==> src/rtl/lsu_pkg.sv <==
`default_nettype none

package lsu_pkg;

    typedef logic [31:0] word_t;

    typedef enum logic [3:0] {
        op_nop = 4'd0,
        op_lb  = 4'd1,
        op_lh  = 4'd2,
        op_lw  = 4'd3,
        op_lbu = 4'd4,
        op_lhu = 4'd5,
        op_sb  = 4'd6,
        op_sh  = 4'd7,
        op_sw  = 4'd8
    } ls_op_e;

    // one operation handed to ls_ex
    typedef struct packed {
        ls_op_e      op;
        logic [31:0] addr;
        word_t       data;
    } ls_req_t;

    // byte-serial controller request, size in bytes
    typedef struct packed {
        logic [31:0] addr;
        word_t       data;
        logic        write;
        logic [2:0]  size;
    } mc_req_t;

    // fast data RAM request, word_idx is cut down by the RAM
    typedef struct packed {
        logic [31:0] word_idx;
        word_t       data;
        logic        write;
    } ram_req_t;

endpackage

`default_nettype wire

==> src/rtl/mem_ctrl.sv <==
`timescale 1ns/1ps
`default_nettype none

module mem_ctrl #(
    parameter int main_addr_w = 12
) (
    input  logic                    clk,
    input  logic                    rst,
    input  logic                    rdy,
    input  logic                    mc_en,
    input  lsu_pkg::mc_req_t        mc_req,
    output logic                    mc_done,
    output lsu_pkg::word_t          mc_rdata,
    output logic [main_addr_w-1:0]  mem_addr,
    output logic [7:0]              mem_wdata,
    output logic                    mem_we,
    input  logic [7:0]              mem_rdata
);
    import lsu_pkg::*;

    logic                    active;
    logic                    wr;
    logic [2:0]              size;
    logic [main_addr_w-1:0]  base;
    word_t                   wdata;
    word_t                   rbuf;
    logic [1:0]              cnt;
    logic [1:0]              rd_idx;
    logic                    rd_vld;
    logic                    last;

    assign last = ({1'b0, cnt} == size - 3'd1);

    // on a stall keep reading the byte still in flight
    assign mem_addr  = base + main_addr_w'((rd_vld && !rdy) ? rd_idx : cnt);
    assign mem_wdata = wdata[{cnt, 3'b000} +: 8];
    assign mem_we    = active && wr && rdy;

    // last byte comes straight from the RAM in the done cycle
    always_comb begin
        mc_rdata = rbuf;
        if (rd_vld) begin
            mc_rdata[{rd_idx, 3'b000} +: 8] = mem_rdata;
        end
    end

    always_ff @(posedge clk) begin
        if (rst) begin
            active  <= 1'b0;
            mc_done <= 1'b0;
            rd_vld  <= 1'b0;
            cnt     <= 2'd0;
        end else if (rdy) begin
            mc_done <= 1'b0;
            rd_vld  <= 1'b0;
            if (rd_vld) begin
                rbuf[{rd_idx, 3'b000} +: 8] <= mem_rdata;
            end
            if (mc_en) begin
                active <= 1'b1;
                wr     <= mc_req.write;
                size   <= mc_req.size;
                base   <= mc_req.addr[main_addr_w-1:0];
                wdata  <= mc_req.data;
                cnt    <= 2'd0;
                rbuf   <= '0;
            end else if (active) begin
                if (!wr) begin
                    rd_vld <= 1'b1;
                    rd_idx <= cnt;
                end
                cnt <= cnt + 2'd1;
                if (last) begin
                    active  <= 1'b0;
                    mc_done <= 1'b1;
                end
            end
        end
    end

    a_no_overlap: assert property (@(posedge clk) disable iff (rst)
        (mc_en && rdy) |-> !active);

    a_legal_size: assert property (@(posedge clk) disable iff (rst)
        mc_en |-> (mc_req.size inside {3'd1, 3'd2, 3'd4}));

endmodule

`default_nettype wire

==> config.mk <==
export PLATFORM = sky130hd
export DESIGN_NAME = mem_ctrl
export DESIGN_NICKNAME = d
export VERILOG_FILES = /design/src/rtl/lsu_pkg.sv /design/src/rtl/mem_ctrl.sv
export SDC_FILE = /design/constraint.sdc
export NUM_CORES = 1
export LEC_CHECK = 0
export BUFFER_PORTS_ARGS = -buffer_cell sky130_fd_sc_hd__buf_2
export CAP_MARGIN = 20
export CORE_UTILIZATION = 54
export DETAILED_ROUTE_END_ITERATION = 10
export PLACE_DENSITY = 0.92
export SLEW_MARGIN = 20
export SYNTH_ARGS = -nofsm -noshare
export SYNTH_HDL_FRONTEND = slang
export SYNTH_SLANG_ARGS = --single-unit
==> constraint.sdc <==
create_clock -name clk -period 11.28 [get_ports clk]
set_clock_uncertainty 0.1 [all_clocks]
set_input_delay 0.564 -clock clk [delete_from_list [all_inputs] [get_ports clk]]
set_output_delay 0.564 -clock clk [all_outputs]
set_load 0.02 [all_outputs]
==> results.toml, run 1 <==
[detailed_routing]
drt-total-wl_mm = 7.831
ratio_of_routed_vias_to_standard_cells = 5.409
drt_drc_violations_left = 0
detail_route.first_pass.iterations = 5
routed-via-count = 2672
ant_nets = 0
wire_per_inst_um = 15.85
detailedRoute.firstIterationViolations = 178

[logic_synthesis]
synth_cell_type_count = 34
post-synth-top-area-cell = "edfxtp_1"
synth_ff_type = "edfxtp_1"
synth_top_cells_by_count = "edfxtp_1, inv_1, nor2_1"
ys_seq_elements = 87
synth.most_common_cell = "edfxtp_1"
synthesis.yosys.warnings = 0
yosys-top-cells-area = "edfxtp_1, a32oi_1, mux4_2"
syn_inst = 283
synth_sequential_area_ratio = 0.6508
synthesis.area_um2 = 3938
asyncSetResetFlopFracSynth = 0
postSynthAreaPerCell_um2 = 13.91
post_synth_edffs = 82
synth_top_area_frac = 0.6254
synth.net_count = 372

[sta]
final.setup.tns_ns = 0
period_share = 0.3019
fin_crit_ns = 3.405
unrepaired_setup_endpoints_after_global_routing = "no"
setup_violations = 0
slew_violations = 0
max-slew-margin-rel = 0.4868
final-hold-violation-count = 0
max_slew.worst_pin.slew_ns = 0.7687
clock.fmax_ghz = 0.2937

[cts]
post_cts_buffers = 0
clock_sinks = 87
post_cts.resized_instances = 0
path_clk_slew_ns = 0.10
clock_tree.root_cell = "clkbuf_8"
clock_insertion_delay_worst_skew_ns = 0.35
ctsHtreeMaxLevel = 3
tritoncts = "done"
number_of_buffers_inserted_during_clock_tree_synthesis = 9
clock_path_buffers = 2
ctsHoldBuffers = 0

[pwr]
vdd_ir_drop_max_uv = 118.8
cellLeakagePower_nw = 2.011
cellPowerDensity_nw_per_um2 = 138.7

[status]
status = "finished, final reports clean"

[die]
start_util = 0.5701
floorplan.rows = 30
die_width_um = 87.39
die_area_um2 = 7637
die_h_um = 87.39
placeableCoreArea_um2 = 6907
io_pins = 134

[finish]
antennaDiodeCount = 0
fillers = 504
nets = 482
drive_gt1_frac = 0.3693
layout_overhead_on_the_synthesized_area_pct = 20.75
finalCoreUtilization = 0.6884

[global_routing]
grt_use_met3 = 0.06730
grtUsageTotal = 0.2133
vias_in_the_first_global_route = 2578
grtUsageMet1 = 0.2469
grt_first_pass_wirelength_mm = 11.88
grt-busiest-layer = "met2"
grt_max_degree = 50
use_met2 = 0.3658
grt_overflow = 0
initial_antenna_violation_count = 0

[placed_design]
place_congestion = 0.8238
placement.io_buffers = 113
hpwl_mm = 5.533

[worst_setup_path]
family_with_the_most_delay_on_the_worst_path = "adder cells"
worstPathBufferInverterCount = 1
worst_ep_arrival_time_ns = 2.74
timing.critical_path.slowest_stage_cell = "dfxtp_1"
critical_path.cell_chain = "nor2b_1, mux2_2, ha_1, fa_1, and2_1, nand2_1, xnor2_1, buf_2"
end_kind = "output port"
crit_path_start_kind = "register"
timing.critical_path.required_ns = 10.62
critPathMaxFanout = 8
crit_type = "reg -> out"
timing.critical_path.slowest_cell_delay_ns = 0.47

[run]
cap_violations = 0

[worst_hold_path]
worstHoldPathType = "in -> reg"
layout make-up:
type | instances | area [um^2] | area share
Tap cell | 96 | 120.1 | 0.02526
Multi-Input combinational cell | 141 | 1140 | 0.2397
Timing Repair Buffer | 114 | 573.1 | 0.1205
Sequential cell | 87 | 2562 | 0.5389
Inverter | 40 | 150.1 | 0.03158
Clock inverter | 7 | 85.08 | 0.01789
Clock buffer | 9 | 123.9 | 0.02605
path summary, 6_finish.rpt:
path	from	to	slack [ns]	cells past startpoint
worst min register to register	mc_done	mc_done	0.39	2
worst max-delay path	rd_vld	mem_addr[4]	7.88	8
worst min-delay path	mc_req[30]	wdata[26]	0.28	1
worst max register to register	rd_idx[0]	rbuf[11]	9.13	5
metal layers:
layer,wire length [um],vias up
met4,138,0
li1,-,1275
met3,613,14
met1,3155,1250
met5,0,-
met2,3924,133
worst reg2reg max path: cells and delay by family, from the launching register on:
| family | cells | cell delay [ns] |
|---|---|---|
| DFF | 1 | 0.48 |
| AOI/OAI and AO/OA | 1 | 0.26 |
| and+or+nand+nor | 2 | 0.73 |
| buffers and inverters | 1 | 0.13 |
| adders and majority gates | 1 | 0.32 |
power breakdown:
part | leakage [nW] | total, W | internal (W) | switching, W
sequential | 0.807 | 0.000375 | 0.000368 | 0.00000647
clock | 0.107 | 0.000224 | 0.000107 | 0.000117
combinational | 1.10 | 0.0000604 | 0.0000237 | 0.0000367
sequential cells by signal, summed over array words and instances, names as in the netlist, 2 cells and up:
name    flops
cnt         2
base       12
rd_idx      2
rbuf       32
size        3
wdata      32
layout by cell type (no fill, tap or decap), types with 2 or more instances in the layout:
| cell type | instances |
|---|---|
| nand4_1 | 6 |
| and3b_1 | 2 |
| nor2_1 | 34 |
| xor2_1 | 5 |
| buf_2 | 113 |
| clkbuf_8 | 9 |
| a32oi_2 | 3 |
| and4b_1 | 3 |
| a32oi_1 | 29 |
| mux4_2 | 8 |
| nor2b_1 | 2 |
| inv_6 | 4 |
| and2_1 | 3 |
| mux2_2 | 2 |
| ha_1 | 8 |
| inv_1 | 39 |
| nand3_1 | 2 |
| a21oi_1 | 4 |
| and4_1 | 2 |
| nand2_1 | 9 |
| xnor2_1 | 8 |
| edfxtp_1 | 82 |
| dfxtp_1 | 5 |
cells by family (layout without fill, tap and decap cells):
| group | count (synthesis) | in the layout | synth area share |
|---|---|---|---|
| AO/OA/AOI/OAI | 41 | 41 | 0.09183 |
| XOR/XNOR | 13 | 13 | 0.02892 |
| adder cells (fa/ha/maj) | 9 | 9 | 0.03051 |
| buffers and inverters | 55 | 170 | 0.06101 |
| flip-flops | 87 | 87 | 0.6508 |
| multiplexers | 10 | 10 | 0.05148 |
| AND/OR/NAND/NOR | 68 | 68 | 0.08548 |
stage by stage:
step	std cells	power, W	instance area, um^2	hold WS [ns]	setup slack (ns)
finish	494	0.0006596	4755	0.2754	7.875
global route	494	0.0006826	4755	0.2518	7.702
CTS	494	0.0006652	4753	0.2634	7.845
detailed placement	478	0.0004423	4544	0.3727	8.061
global placement	478	0.0004392	4544	0.3503	8.076
floorplan	283	0.0004156	3938	0.3029	7.352
(Power assumes the default switching activity.)
==> run 2: changes to the inputs <==
- CORE_UTILIZATION: 54 -> 50
- PLACE_DENSITY: 0.92 -> 0.87
- clock period: 11.28 -> 3.23 ns (I/O delays scaled with it)
==> results.toml, run 2 (same netlist as run 1, synthesis figures left out) <==
[sta]
slew_violations = 0
unrepaired_setup_endpoints_after_global_routing = "no"
final-hold-violation-count = 0
clock.fmax_ghz = 0.3430
fin_crit_ns = 2.915
fin_worst_hold_slack_ns = 0.1078
period_share = 0.9026
setup_violations = 0
max-slew-margin-rel = 0.5386
final.setup.tns_ns = 0
max_slew.worst_pin.slew_ns = 0.6907

[placed_design]
placement.io_buffers = 113
hpwl_mm = 5.442
place_congestion = 0.7929
placed_cells_incl_taps = 483
cell_area_after_placement_um2 = 4563

[finish]
fillers = 537
most_common_library_cell_in_the_layout_ignoring_fill_and_taps = "buf_2"
drive_gt1_frac = 0.3296
nets = 533
instances_no_fill = 548
largest_registers = "rbuf: 32 flops, wdata: 32 flops, base: 12 flops"
antennaDiodeCount = 0
layout.cell_area.non_filler_um2 = 5241
multi_input_area_um2 = 1139
layout.cells.most_common_list = "buf_2, edfxtp_1, dlygate4sd3_1"
layout_overhead_on_the_synthesized_area_pct = 33.11
seqCellArea_um2 = 2562

[worst_setup_path]
critPathMaxFanout = 8
timing.critical_path.required_ns = 2.97
crit_type = "reg -> out"
worst_ep_arrival_time_ns = 2.65
crit_path_start_kind = "register"
worst-r2r-setup-slack_ns = 1.06
end_kind = "output port"

[run]
cap_violations = 0

[global_routing]
grt_overflow = 0
grtUsageTotal = 0.2392
vias_in_the_first_global_route = 2989
grt_max_degree = 50
initial_antenna_violation_count = 0
grt_first_pass_wirelength_mm = 14.95

[cts]
clock_path_buffers = 2
clock_sinks = 87
ctsHtreeMaxLevel = 3
clock_tree.root_cell = "clkbuf_8"
post_cts_buffers = 0
path_clk_slew_ns = 0.09
clock_insertion_delay_worst_skew_ns = 0.34
number_of_buffers_inserted_during_clock_tree_synthesis = 9
tritoncts = "done"

[detailed_routing]
detailedRoute.firstIterationViolations = 113
drt-total-wl_mm = 9.255
wire_per_inst_um = 16.89
drt_drc_violations_left = 0
ratio_of_routed_vias_to_standard_cells = 5.349
detail_route.first_pass.iterations = 4
ant_nets = 0
routed-via-count = 2931

[die]
start_util = 0.5287
die_width_um = 90.74
die_area_um2 = 8234
io_pins = 134
floorplan.rows = 31
die_h_um = 90.74
placeableCoreArea_um2 = 7447

[status]
status = "finished, final reports clean"

[worst_hold_path]
worstHoldPathType = "in -> reg"

[pwr]
cellLeakagePower_nw = 2.211
cellPowerDensity_nw_per_um2 = 439.1
vdd_ir_drop_max_uv = 350.9
p_total_w = 0.002301
==> run 2: layout make-up <==
| class | count | area share |
|---|---|---|
| Timing Repair Buffer | 165 | 0.2058 |
| Inverter | 40 | 0.02865 |
| Clock inverter | 7 | 0.01217 |
| Sequential cell | 87 | 0.4889 |
| Tap cell | 99 | 0.02363 |
| Clock buffer | 9 | 0.02363 |
| Multi-Input combinational cell | 141 | 0.2172 |
==> run 2: worst max-delay path, stage by stage, from the launching register on <==
cell,delay [ns]
dfxtp_1,0.43
nor2b_1,0.28
mux2_2,0.37
ha_1,0.21
fa_1,0.42
and2_1,0.20
nand4_1,0.11
xnor2_1,0.12
buf_2,0.17
==> run 2: worst paths after layout <==
check,cells past startpoint,start,endpoint
setup / recovery,8,rd_vld,mem_addr[10]
hold / removal,4,rdy,mc_done
setup reg to reg,5,rd_idx[0],rbuf[9]
hold reg to reg,2,mc_done,mc_done
==> run 2: repair_timing <==
action                    CTS  global route
resized for setup           0             0
hold buffers               49             0
hold endpoints to repair   51             0
==> run 2: per-layer routing <==
layer | part of all wire | vias to the layer above | GRT usage
met5 | 0 | - | 0
li1 | - | 1372 | -
met3 | 0.080 | 17 | 0.05640
met4 | 0.020 | 0 | 0.1008
met1 | 0.38 | 1405 | 0.2911
met2 | 0.52 | 137 | 0.4072
==> run 2: report_power, final <==
group	leakage (nW)	internal (W)	total, W	switching, W
logic	1.31	0.000123	0.000265	0.000142
registers	0.807	0.00129	0.00131	0.0000213
clock network	0.0924	0.000351	0.000728	0.000378
==> run 2: stage by stage <==
stage	setup slack, ns	util
2_1_floorplan	0.3349	-
3_3_place_gp	0.7294	0.6127
3_5_place_dp	0.6865	0.6127
4_1_cts	0.2958	0.7038
5_1_grt	0.1478	0.7038
6_report	0.3146	0.7038
