### config.mk
export PLATFORM = sky130hd
export DESIGN_NAME = ls_ex
export DESIGN_NICKNAME = d
export VERILOG_FILES = /design/src/rtl/lsu_pkg.sv /design/src/rtl/ls_ex.sv
export SDC_FILE = /design/constraint.sdc
export NUM_CORES = 1
export LEC_CHECK = 0
export ABC_AREA = 0
export BUFFER_PORTS_ARGS = -buffer_cell sky130_fd_sc_hd__buf_2
export CAP_MARGIN = 20
export CORE_MARGIN = 2
export CORE_UTILIZATION = 50
export CTS_CLUSTER_DIAMETER = 100
export CTS_CLUSTER_SIZE = 10
export DETAILED_ROUTE_END_ITERATION = 6
export GPL_TIMING_DRIVEN = 1
export PLACE_DENSITY = 0.73
export SYNTH_ARGS = -nofsm -noshare
export SYNTH_HDL_FRONTEND = slang
export SYNTH_SLANG_ARGS = --single-unit
### constraint.sdc
create_clock -name clk -period 8.76 [get_ports clk]
set_clock_uncertainty 0.05 [all_clocks]
set_input_delay 1.752 -clock clk [delete_from_list [all_inputs] [get_ports clk]]
set_output_delay 1.752 -clock clk [all_outputs]
set_load 0.05 [all_outputs]
### src/rtl/lsu_pkg.sv
`default_nettype none

package lsu_pkg;

    typedef logic [31:0] word_t;

    typedef enum logic [3:0] {
        op_nop = 4'd0,
        op_lb  = 4'd1,
        op_lh  = 4'd2,
        op_lw  = 4'd3,
        op_lbu = 4'd4,
        op_lhu = 4'd5,
        op_sb  = 4'd6,
        op_sh  = 4'd7,
        op_sw  = 4'd8
    } ls_op_e;

    // one operation handed to ls_ex
    typedef struct packed {
        ls_op_e      op;
        logic [31:0] addr;
        word_t       data;
    } ls_req_t;

    // byte-serial controller request, size in bytes
    typedef struct packed {
        logic [31:0] addr;
        word_t       data;
        logic        write;
        logic [2:0]  size;
    } mc_req_t;

    // fast data RAM request, word_idx is cut down by the RAM
    typedef struct packed {
        logic [31:0] word_idx;
        word_t       data;
        logic        write;
    } ram_req_t;

endpackage

`default_nettype wire

### src/rtl/ls_ex.sv
`timescale 1ns/1ps
`default_nettype none

module ls_ex #(
    parameter int fast_words = 256
) (
    input  logic               clk,
    input  logic               rst,
    input  logic               rdy,
    input  logic               req_en,
    input  lsu_pkg::ls_req_t   req,
    input  logic               rollback,
    output logic               busy,
    output logic               result_valid,
    output lsu_pkg::word_t     result,
    output logic               mc_en,
    output lsu_pkg::mc_req_t   mc_req,
    input  logic               mc_done,
    input  lsu_pkg::word_t     mc_rdata,
    output logic               dr_en,
    output lsu_pkg::ram_req_t  dr_req,
    input  lsu_pkg::word_t     dr_rdata
);
    import lsu_pkg::*;

    localparam int idx_w = $clog2(fast_words);

    typedef enum logic [2:0] {
        st_idle,
        st_slow_load,
        st_slow_store,
        st_fast_wait,
        st_fast_load,
        st_fast_store
    } state_e;

    state_e                 state;
    ls_op_e                 cur_op;
    logic                   kill;
    logic [fast_words-1:0]  shadow;
    logic                   in_fast;
    logic [idx_w-1:0]       widx;

    function automatic logic is_store(ls_op_e op);
        return (op == op_sb) || (op == op_sh) || (op == op_sw);
    endfunction

    function automatic logic [2:0] op_size(ls_op_e op);
        case (op)
            op_lb, op_lbu, op_sb: return 3'd1;
            op_lh, op_lhu, op_sh: return 3'd2;
            default:              return 3'd4;
        endcase
    endfunction

    // sign or zero extension of the returned bytes
    function automatic word_t extend(ls_op_e op, word_t d);
        case (op)
            op_lb:   return {{24{d[7]}}, d[7:0]};
            op_lh:   return {{16{d[15]}}, d[15:0]};
            op_lbu:  return {24'b0, d[7:0]};
            op_lhu:  return {16'b0, d[15:0]};
            default: return d;
        endcase
    endfunction

    assign in_fast = {2'b00, req.addr[31:2]} < 32'(fast_words);
    assign widx    = req.addr[idx_w+1:2];
    assign busy    = (state != st_idle) || req_en;

    always_ff @(posedge clk) begin
        if (rst) begin
            state        <= st_idle;
            cur_op       <= op_nop;
            kill         <= 1'b0;
            shadow       <= '0;
            result_valid <= 1'b0;
            mc_en        <= 1'b0;
            dr_en        <= 1'b0;
        end else if (rdy) begin
            result_valid <= 1'b0;
            mc_en        <= 1'b0;
            dr_en        <= 1'b0;
            case (state)
                st_idle: begin
                    if (req_en && req.op != op_nop) begin
                        cur_op <= req.op;
                        kill   <= 1'b0;
                        if (req.op == op_sw && in_fast) begin
                            // word now lives in the fast RAM
                            dr_en        <= 1'b1;
                            dr_req       <= '{word_idx: {2'b00, req.addr[31:2]},
                                              data: req.data, write: 1'b1};
                            shadow[widx] <= 1'b1;
                            state        <= st_fast_store;
                        end else if (req.op == op_lw && in_fast && shadow[widx]) begin
                            dr_en  <= 1'b1;
                            dr_req <= '{word_idx: {2'b00, req.addr[31:2]},
                                        data: req.data, write: 1'b0};
                            state  <= st_fast_wait;
                        end else begin
                            mc_en  <= 1'b1;
                            mc_req <= '{addr: req.addr, data: req.data,
                                        write: is_store(req.op), size: op_size(req.op)};
                            state  <= is_store(req.op) ? st_slow_store : st_slow_load;
                        end
                    end
                end
                st_slow_load: begin
                    if (mc_done) begin
                        if (!kill && !rollback) begin
                            result_valid <= 1'b1;
                            result       <= extend(cur_op, mc_rdata);
                        end
                        state <= st_idle;
                    end else if (rollback) begin
                        kill <= 1'b1;
                    end
                end
                // stores finish even across a rollback
                st_slow_store: begin
                    if (mc_done) begin
                        state <= st_idle;
                    end
                end
                st_fast_wait: begin
                    if (rollback) begin
                        kill <= 1'b1;
                    end
                    state <= st_fast_load;
                end
                st_fast_load: begin
                    if (!kill && !rollback) begin
                        result_valid <= 1'b1;
                        result       <= extend(cur_op, dr_rdata);
                    end
                    state <= st_idle;
                end
                st_fast_store: begin
                    state <= st_idle;
                end
                default: begin
                    state <= st_idle;
                end
            endcase
        end
    end

    // only one memory path is started at a time
    a_one_path: assert property (@(posedge clk) disable iff (rst) !(mc_en && dr_en));

    a_no_store_result: assert property (@(posedge clk) disable iff (rst)
        result_valid |-> !is_store(cur_op));

endmodule

`default_nettype wire

==> results_dict.tcl, run 1 <==
set metrics [dict create \
    ys_ff_latch 430 \
    rsz0062_at_grt "no" \
    p_per_area_nw_per_um2 208 \
    ys_seq_area_share_pct 61.5 \
    dieHeight_um 187 \
    synth_edf_count 163 \
    cts.sinks 430 \
    fin_util_pct 60.5 \
    dp_cells 2096 \
    setup_slack_ps 3150 \
    htree_levels 2 \
    synth_top_area_cell "dfxtp_1" \
    rows 66 \
    post_cts_resized 0 \
    required_ps 8930 \
    synth_area_um2 16700 \
    grt_pass1_wl_mm 69.5 \
    antenna_found_initial 7 \
    setup_violations 0 \
    path_class "input port to flop" \
    post-route-min-period_ps 5610 \
    hold_viol_final 0 \
    first_iter_violations 1254 \
    hp-class "flop to flop" \
    cts_root_buffer "clkbuf_16" \
    status "complete, no violations" \
    relSlewSlack_pct 28.2 \
    pwr-share-clk_pct 43.2 \
    nets 1847 \
    fin_cells 2180 \
    synth_cells 1439 \
    fin_crit_sh_pct 64.0 \
    clk_latency_ps 560 \
    intPower_mw 3.18 \
    overflow 0 \
    via_per_inst 5.73 \
    vias 12486 \
    ant_nets 0 \
    remaining_drc_errors 0 \
    wirelength_mm 45.9 \
    async_reset_ff_share_pct 0 \
    gp_congestion 0.890 \
    p_switching_mw 0.941 \
    cts_setup_buffers 0 \
    area_growth_pct 18.7 \
    comb_power_share_pct 5.9 \
    yosys_warnings 0 \
    seq_power_share_pct 50.9 \
    synth_ff_type "dfxtp_1" \
    p_sw_share_pct 22.9 \
    dp_slack_ps 2530 \
    io_pins 307 \
    coreArea_um2 32700 \
    die_area_um2 34800 \
    numCtsBuffers 48 \
    setup_tns_ps 0 \
    yosysTopAreaCellShare_pct 32.1 \
    hold_buffers 0 \
    fmax_mhz 178 \
    cts_tree "yes" \
    ys_types 66 \
    drv_slew 0 \
    crit_arrival_ps 5770 \
    drt_pre_antenna_iters 5 \
    hpwl_mm 29.6 \
    postSynthAreaPerCell_um2 11.6 \
    start_kind "input port" \
    die_x_um 187 \
    synthTopCellsByArea "dfxtp_1 32%, edfxtp_1 29%, a21oi_1 8.0%, nor2_1 7.1%, mux4_2 4.5%" \
    drt-wirelength-per-cell_um 21.1 \
    ir_drop_mv 0.145 \
    drive_gt1_share_pct 27.5 \
    max_cap_viol_count 0 \
    critPathMaxFanout 57 \
    initial_utilization_pct 50.9 \
    clkTransAtPathRegs_ps 50 \
    leakage_nw 7.64 \
    grt_pass1_vias 12032 \
    portBuffers 304 \
    grt_util_all_layers_pct 25.6 \
    tightest_slew_ps 1070 \
    hold_ws_ps 411 \
    grt_max_degree 116 \
    end_kind "flop" \
    nFillCells 2584 \
    cts_buffer_depth 3 \
]
-- cells in the mapped netlist, types with 6 or more instances --
cell type / number
a21oi_1: 266
a22oi_1: 9
nor2_1: 317
nand2b_1: 12
mux4_2: 33
nor3_4: 10
mux2i_1: 25
nor3_2: 6
nand3_1: 14
nor4_1: 9
nand2_1: 26
o22ai_1: 18
buf_4: 15
nor2b_1: 6
nor3_1: 17
buf_6: 6
o221a_2: 8
o21ai_0: 8
dfxtp_1: 267
mux4_1: 18
inv_1: 7
mux2_2: 24
edfxtp_1: 163
buf_2: 28
clkbuf_1: 53
-- layer usage --
metal  share of wire (%)  GRT usage (%)
met1                  39           32.3
met2                  49           43.0
met3                 8.2           4.74
met4                 4.3           12.1
met5                   0              0
-- cell usage in the layout, fill, tap and decap left out, drive strengths merged, types with 18 or more instances in the layout --
cell    Yosys  layout
buf        54     327
nor2      317     317
a21oi     266     266
mux2       24      24
nand2      28      28
o22ai      18      18
nor3       33      33
mux4       51      51
dfxtp     267     267
clkbuf     54      69
mux2i      25      25
edfxtp    163     163
-- cell type report --
class | instances | area (um^2) | area share (%)
Inverter | 9 | 33.8 | 0.171
Multi-Input combinational cell | 893 | 5830 | 29.5
Clock buffer | 69 | 1280 | 6.47
Tap cell | 442 | 553 | 2.80
Timing Repair Buffer | 327 | 1730 | 8.75
Clock inverter | 3 | 90.1 | 0.456
Antenna cell | 7 | 17.5 | 0.0886
Sequential cell | 430 | 10200 | 51.8
-- power by group through the flow --
stage               sequential [mW]  clock [mW]  combinational (mW)
CTS                            2.10        1.80               0.238
finish                         2.10        1.78               0.242
floorplan                      2.18           0               0.123
detailed placement             2.14           0               0.236
global route                   2.10        1.88               0.256
global placement               2.14           0               0.233
-- flip-flops by register name (all words and copies together), names as in the netlist --
name,count
dr_req,63
state,3
kill,1
result,32
mc_req,68
dr_en,1
shadow,256
cur_op,4
mc_en,1
result_valid,1
-- through the flow --
stage | instance area (um^2) | total power, mW
after floorplan | 16700 | 2.30
after global placement | 18300 | 2.37
after detailed placement | 18300 | 2.37
after CTS | 19700 | 4.13
after global routing | 19800 | 4.24
final | 19800 | 4.12
-- critical path, stage by stage --
cell and delay, ps:
buf_4 710, buf_4 550, mux2i_1 130, a221oi_1 310, o21ai_0 160, and4_1 280, nor3_1 200, nand4_1 240
a21oi_4 820, buf_4 550
-- cell families (layout without fill, tap and decap cells) --
group	count (synthesis)	in the layout	synth area share (%)
and+or+nand+nor	451	451	12.7
DFF	430	430	61.5
AOI/OAI and AO/OA	337	337	11.4
buffers and inverters	117	408	3.85
muxes	100	100	10.4
xor gates and xnor gates	3	3	0.158
other	1	9	0.0225
-- worst paths after layout --
kind | cells past startpoint | slack (ps) | startpoint | end
worst min-delay path | 2 | 410 | shadow[102]$_SDFFE_PP0P_ | shadow[102]$_SDFFE_PP0P_
worst max register to register | 8 | 5150 | shadow[16]$_SDFFE_PP0P_ | dr_req[22]$_DFFE_PP_
worst min register to register | 2 | 410 | shadow[102]$_SDFFE_PP0P_ | shadow[102]$_SDFFE_PP0P_
worst max-delay path | 10 | 3150 | req[34] | dr_req[22]$_DFFE_PP_
No activity file was read; power rests on OpenSTA's default activity.
==> inputs of run 2 (changes only) <==
Settings changed: PLACE_DENSITY 0.73 to 0.76.
Clock period 8.76 ns to 4.65 ns, I/O delays scaled along.
==> results_dict.tcl, run 2 (synthesis gave the netlist of run 1 again) <==
set metrics [dict create \
    dp_slack_ps 584 \
    coreArea_um2 32700 \
    max_cap_viol_count 0 \
    fin_crit_sh_pct 76.7 \
    drt_pre_antenna_iters 5 \
    grt_util_all_layers_pct 25.7 \
    via_per_inst 5.74 \
    tightest_slew_ps 1240 \
    cts_buffer_depth 3 \
    crit_arrival_ps 3980 \
    start_kind "input port" \
    area_growth_pct 20.3 \
    leakage_nw 7.80 \
    r2r_start "state[0]$_SDFFE_PP0P_" \
    initial_utilization_pct 50.9 \
    p_per_area_nw_per_um2 386 \
    hold_viol_final 0 \
    setup_violations 0 \
    comb_power_share_pct 6.1 \
    cts_tree "yes" \
    setup_slack_ps 1080 \
    p_sw_share_pct 22.5 \
    gp_congestion 0.960 \
    rows 66 \
    mostFrequentLayoutCell "nor2_1" \
    reg.largest.list "shadow x256, mc_req x68, dr_req x63" \
    status "complete, no violations" \
    rsz0062_at_grt "no" \
    nFillCells 2594 \
    clk_latency_ps 560 \
    clkTransAtPathRegs_ps 60 \
    drv_slew 0 \
    slowest_stage "nor3_4" \
    hold_depth 1 \
    most-common-layout-cells "316 x nor2_1, 302 x buf_2, 267 x dfxtp_1" \
    intPower_mw 5.99 \
    r2r_cells 6 \
    io_pins 307 \
    r2r_end "result[22]$_DFFE_PP_" \
    grt_max_degree 265 \
    drive_gt1_share_pct 28.7 \
    path_common_cell "nor2_1" \
    critPathMaxStageDelay_ps 590 \
    drt-wirelength-per-cell_um 20.9 \
    largest_reg_flops 256 \
    path_class "input port to flop" \
    cts_root_buffer "clkbuf_16" \
    nets 1879 \
    hp-start "result_valid$_SDFFE_PP0P_" \
    hold_buffers 0 \
    ir_drop_mv 0.272 \
    wirelength_mm 46.2 \
    fmax_mhz 280 \
    rrSetupSlack_ps 1540 \
    grt_pass1_wl_mm 70.7 \
    dieHeight_um 187 \
    critPathMaxFanout 14 \
    crit_buf_inv 2 \
    die_x_um 187 \
    portBuffers 304 \
    post_cts_resized 0 \
    vias 12732 \
    remaining_drc_errors 0 \
    hp-class "flop to flop" \
    post-route-min-period_ps 3570 \
    cts_setup_buffers 0 \
    ant_nets 0 \
    hpwl_mm 30.8 \
    setup_tns_ps 0 \
    seq_power_share_pct 51.1 \
    numCtsBuffers 48 \
    pwr-share-clk_pct 42.9 \
    relSlewSlack_pct 17.1 \
    worstPathCellList "buf_2 > nor4_1 > nand4_1 > nor2_1 > nand3_1 > clkinv_1 > nand2_2 > nor3_4 > a21oi_1 > nor2_1" \
    grt_pass1_vias 12591 \
    largest-register "shadow" \
    overflow 0 \
    required_ps 5060 \
    antenna_found_initial 8 \
    crit_family "simple AND/OR/NAND/NOR gates" \
    die_area_um2 34800 \
    p_switching_mw 1.74 \
    cts.sinks 430 \
    hold_end "result_valid$_SDFFE_PP0P_" \
    first_iter_violations 1268 \
    htree_levels 2 \
    end_kind "flop" \
]
-- run 2: cell types whose count changed in the layout (fill, tap and decap cells not counted), sizes merged --
cell,before,now
clkinv,4,2
buf,327,359
clkbuf,69,71
inv,8,10
diode,7,10
-- run 2: worst max-delay path by stage --
stage                 start                       end  slack, ps  cells after the start
floorplan           req[34]   dr_req[0]$_SDFFCE_PP1P_         30                     10
global placement    req[35]      mc_req[32]$_DFFE_PP_        590                     10
detailed placement  req[35]      mc_req[28]$_DFFE_PP_        580                     10
CTS                 req[35]      mc_req[66]$_DFFE_PP_       1160                     10
global route        req[48]  shadow[238]$_SDFFE_PP0P_        920                     10
finish              req[48]  shadow[244]$_SDFFE_PP0P_       1080                     10
-- run 2: final cells by class --
class / instances / area (um^2) / share of cell area [%]
Antenna cell: 10 / 25.0 / 0.125
Inverter: 9 / 33.8 / 0.169
Clock buffer: 71 / 1290 / 6.42
Clock inverter: 3 / 58.8 / 0.293
Multi-Input combinational cell: 893 / 5820 / 29.0
Timing Repair Buffer: 359 / 2020 / 10.1
Sequential cell: 430 / 10200 / 51.1
Tap cell: 442 / 553 / 2.76
-- run 2: per-layer routing --
metal / vias to the layer above / track usage [%] / part of all wire [%]
met5: - / 0 / 0
met4: 0 / 12.6 / 4.6
met3: 143 / 4.40 / 7.9
met2: 645 / 43.6 / 49
met1: 6154 / 32.1 / 38
li1: 5790 / - / -
-- run 2: power groups by stage --
| stage | Sequential [mW] | Clock, mW | Combinational (mW) |
|---|---|---|---|
| global placement | 4.03 | 0 | 0.454 |
| CTS | 3.95 | 3.35 | 0.465 |
| finish | 3.95 | 3.31 | 0.470 |
| floorplan | 4.10 | 0 | 0.233 |
| global route | 3.95 | 3.51 | 0.497 |
| detailed placement | 4.03 | 0 | 0.462 |
-- run 2: per-stage QoR --
step	util (%)	cells	total power, mW	hold slack (ps)	area (um^2)
global placement	57.1	2132	4.48	383	18700
CTS	61.2	2206	7.76	409	20000
global route	61.3	2216	7.95	426	20000
floorplan	-	1440	4.33	378	16700
detailed placement	57.1	2132	4.49	395	18700
finish	61.3	2217	7.73	406	20000
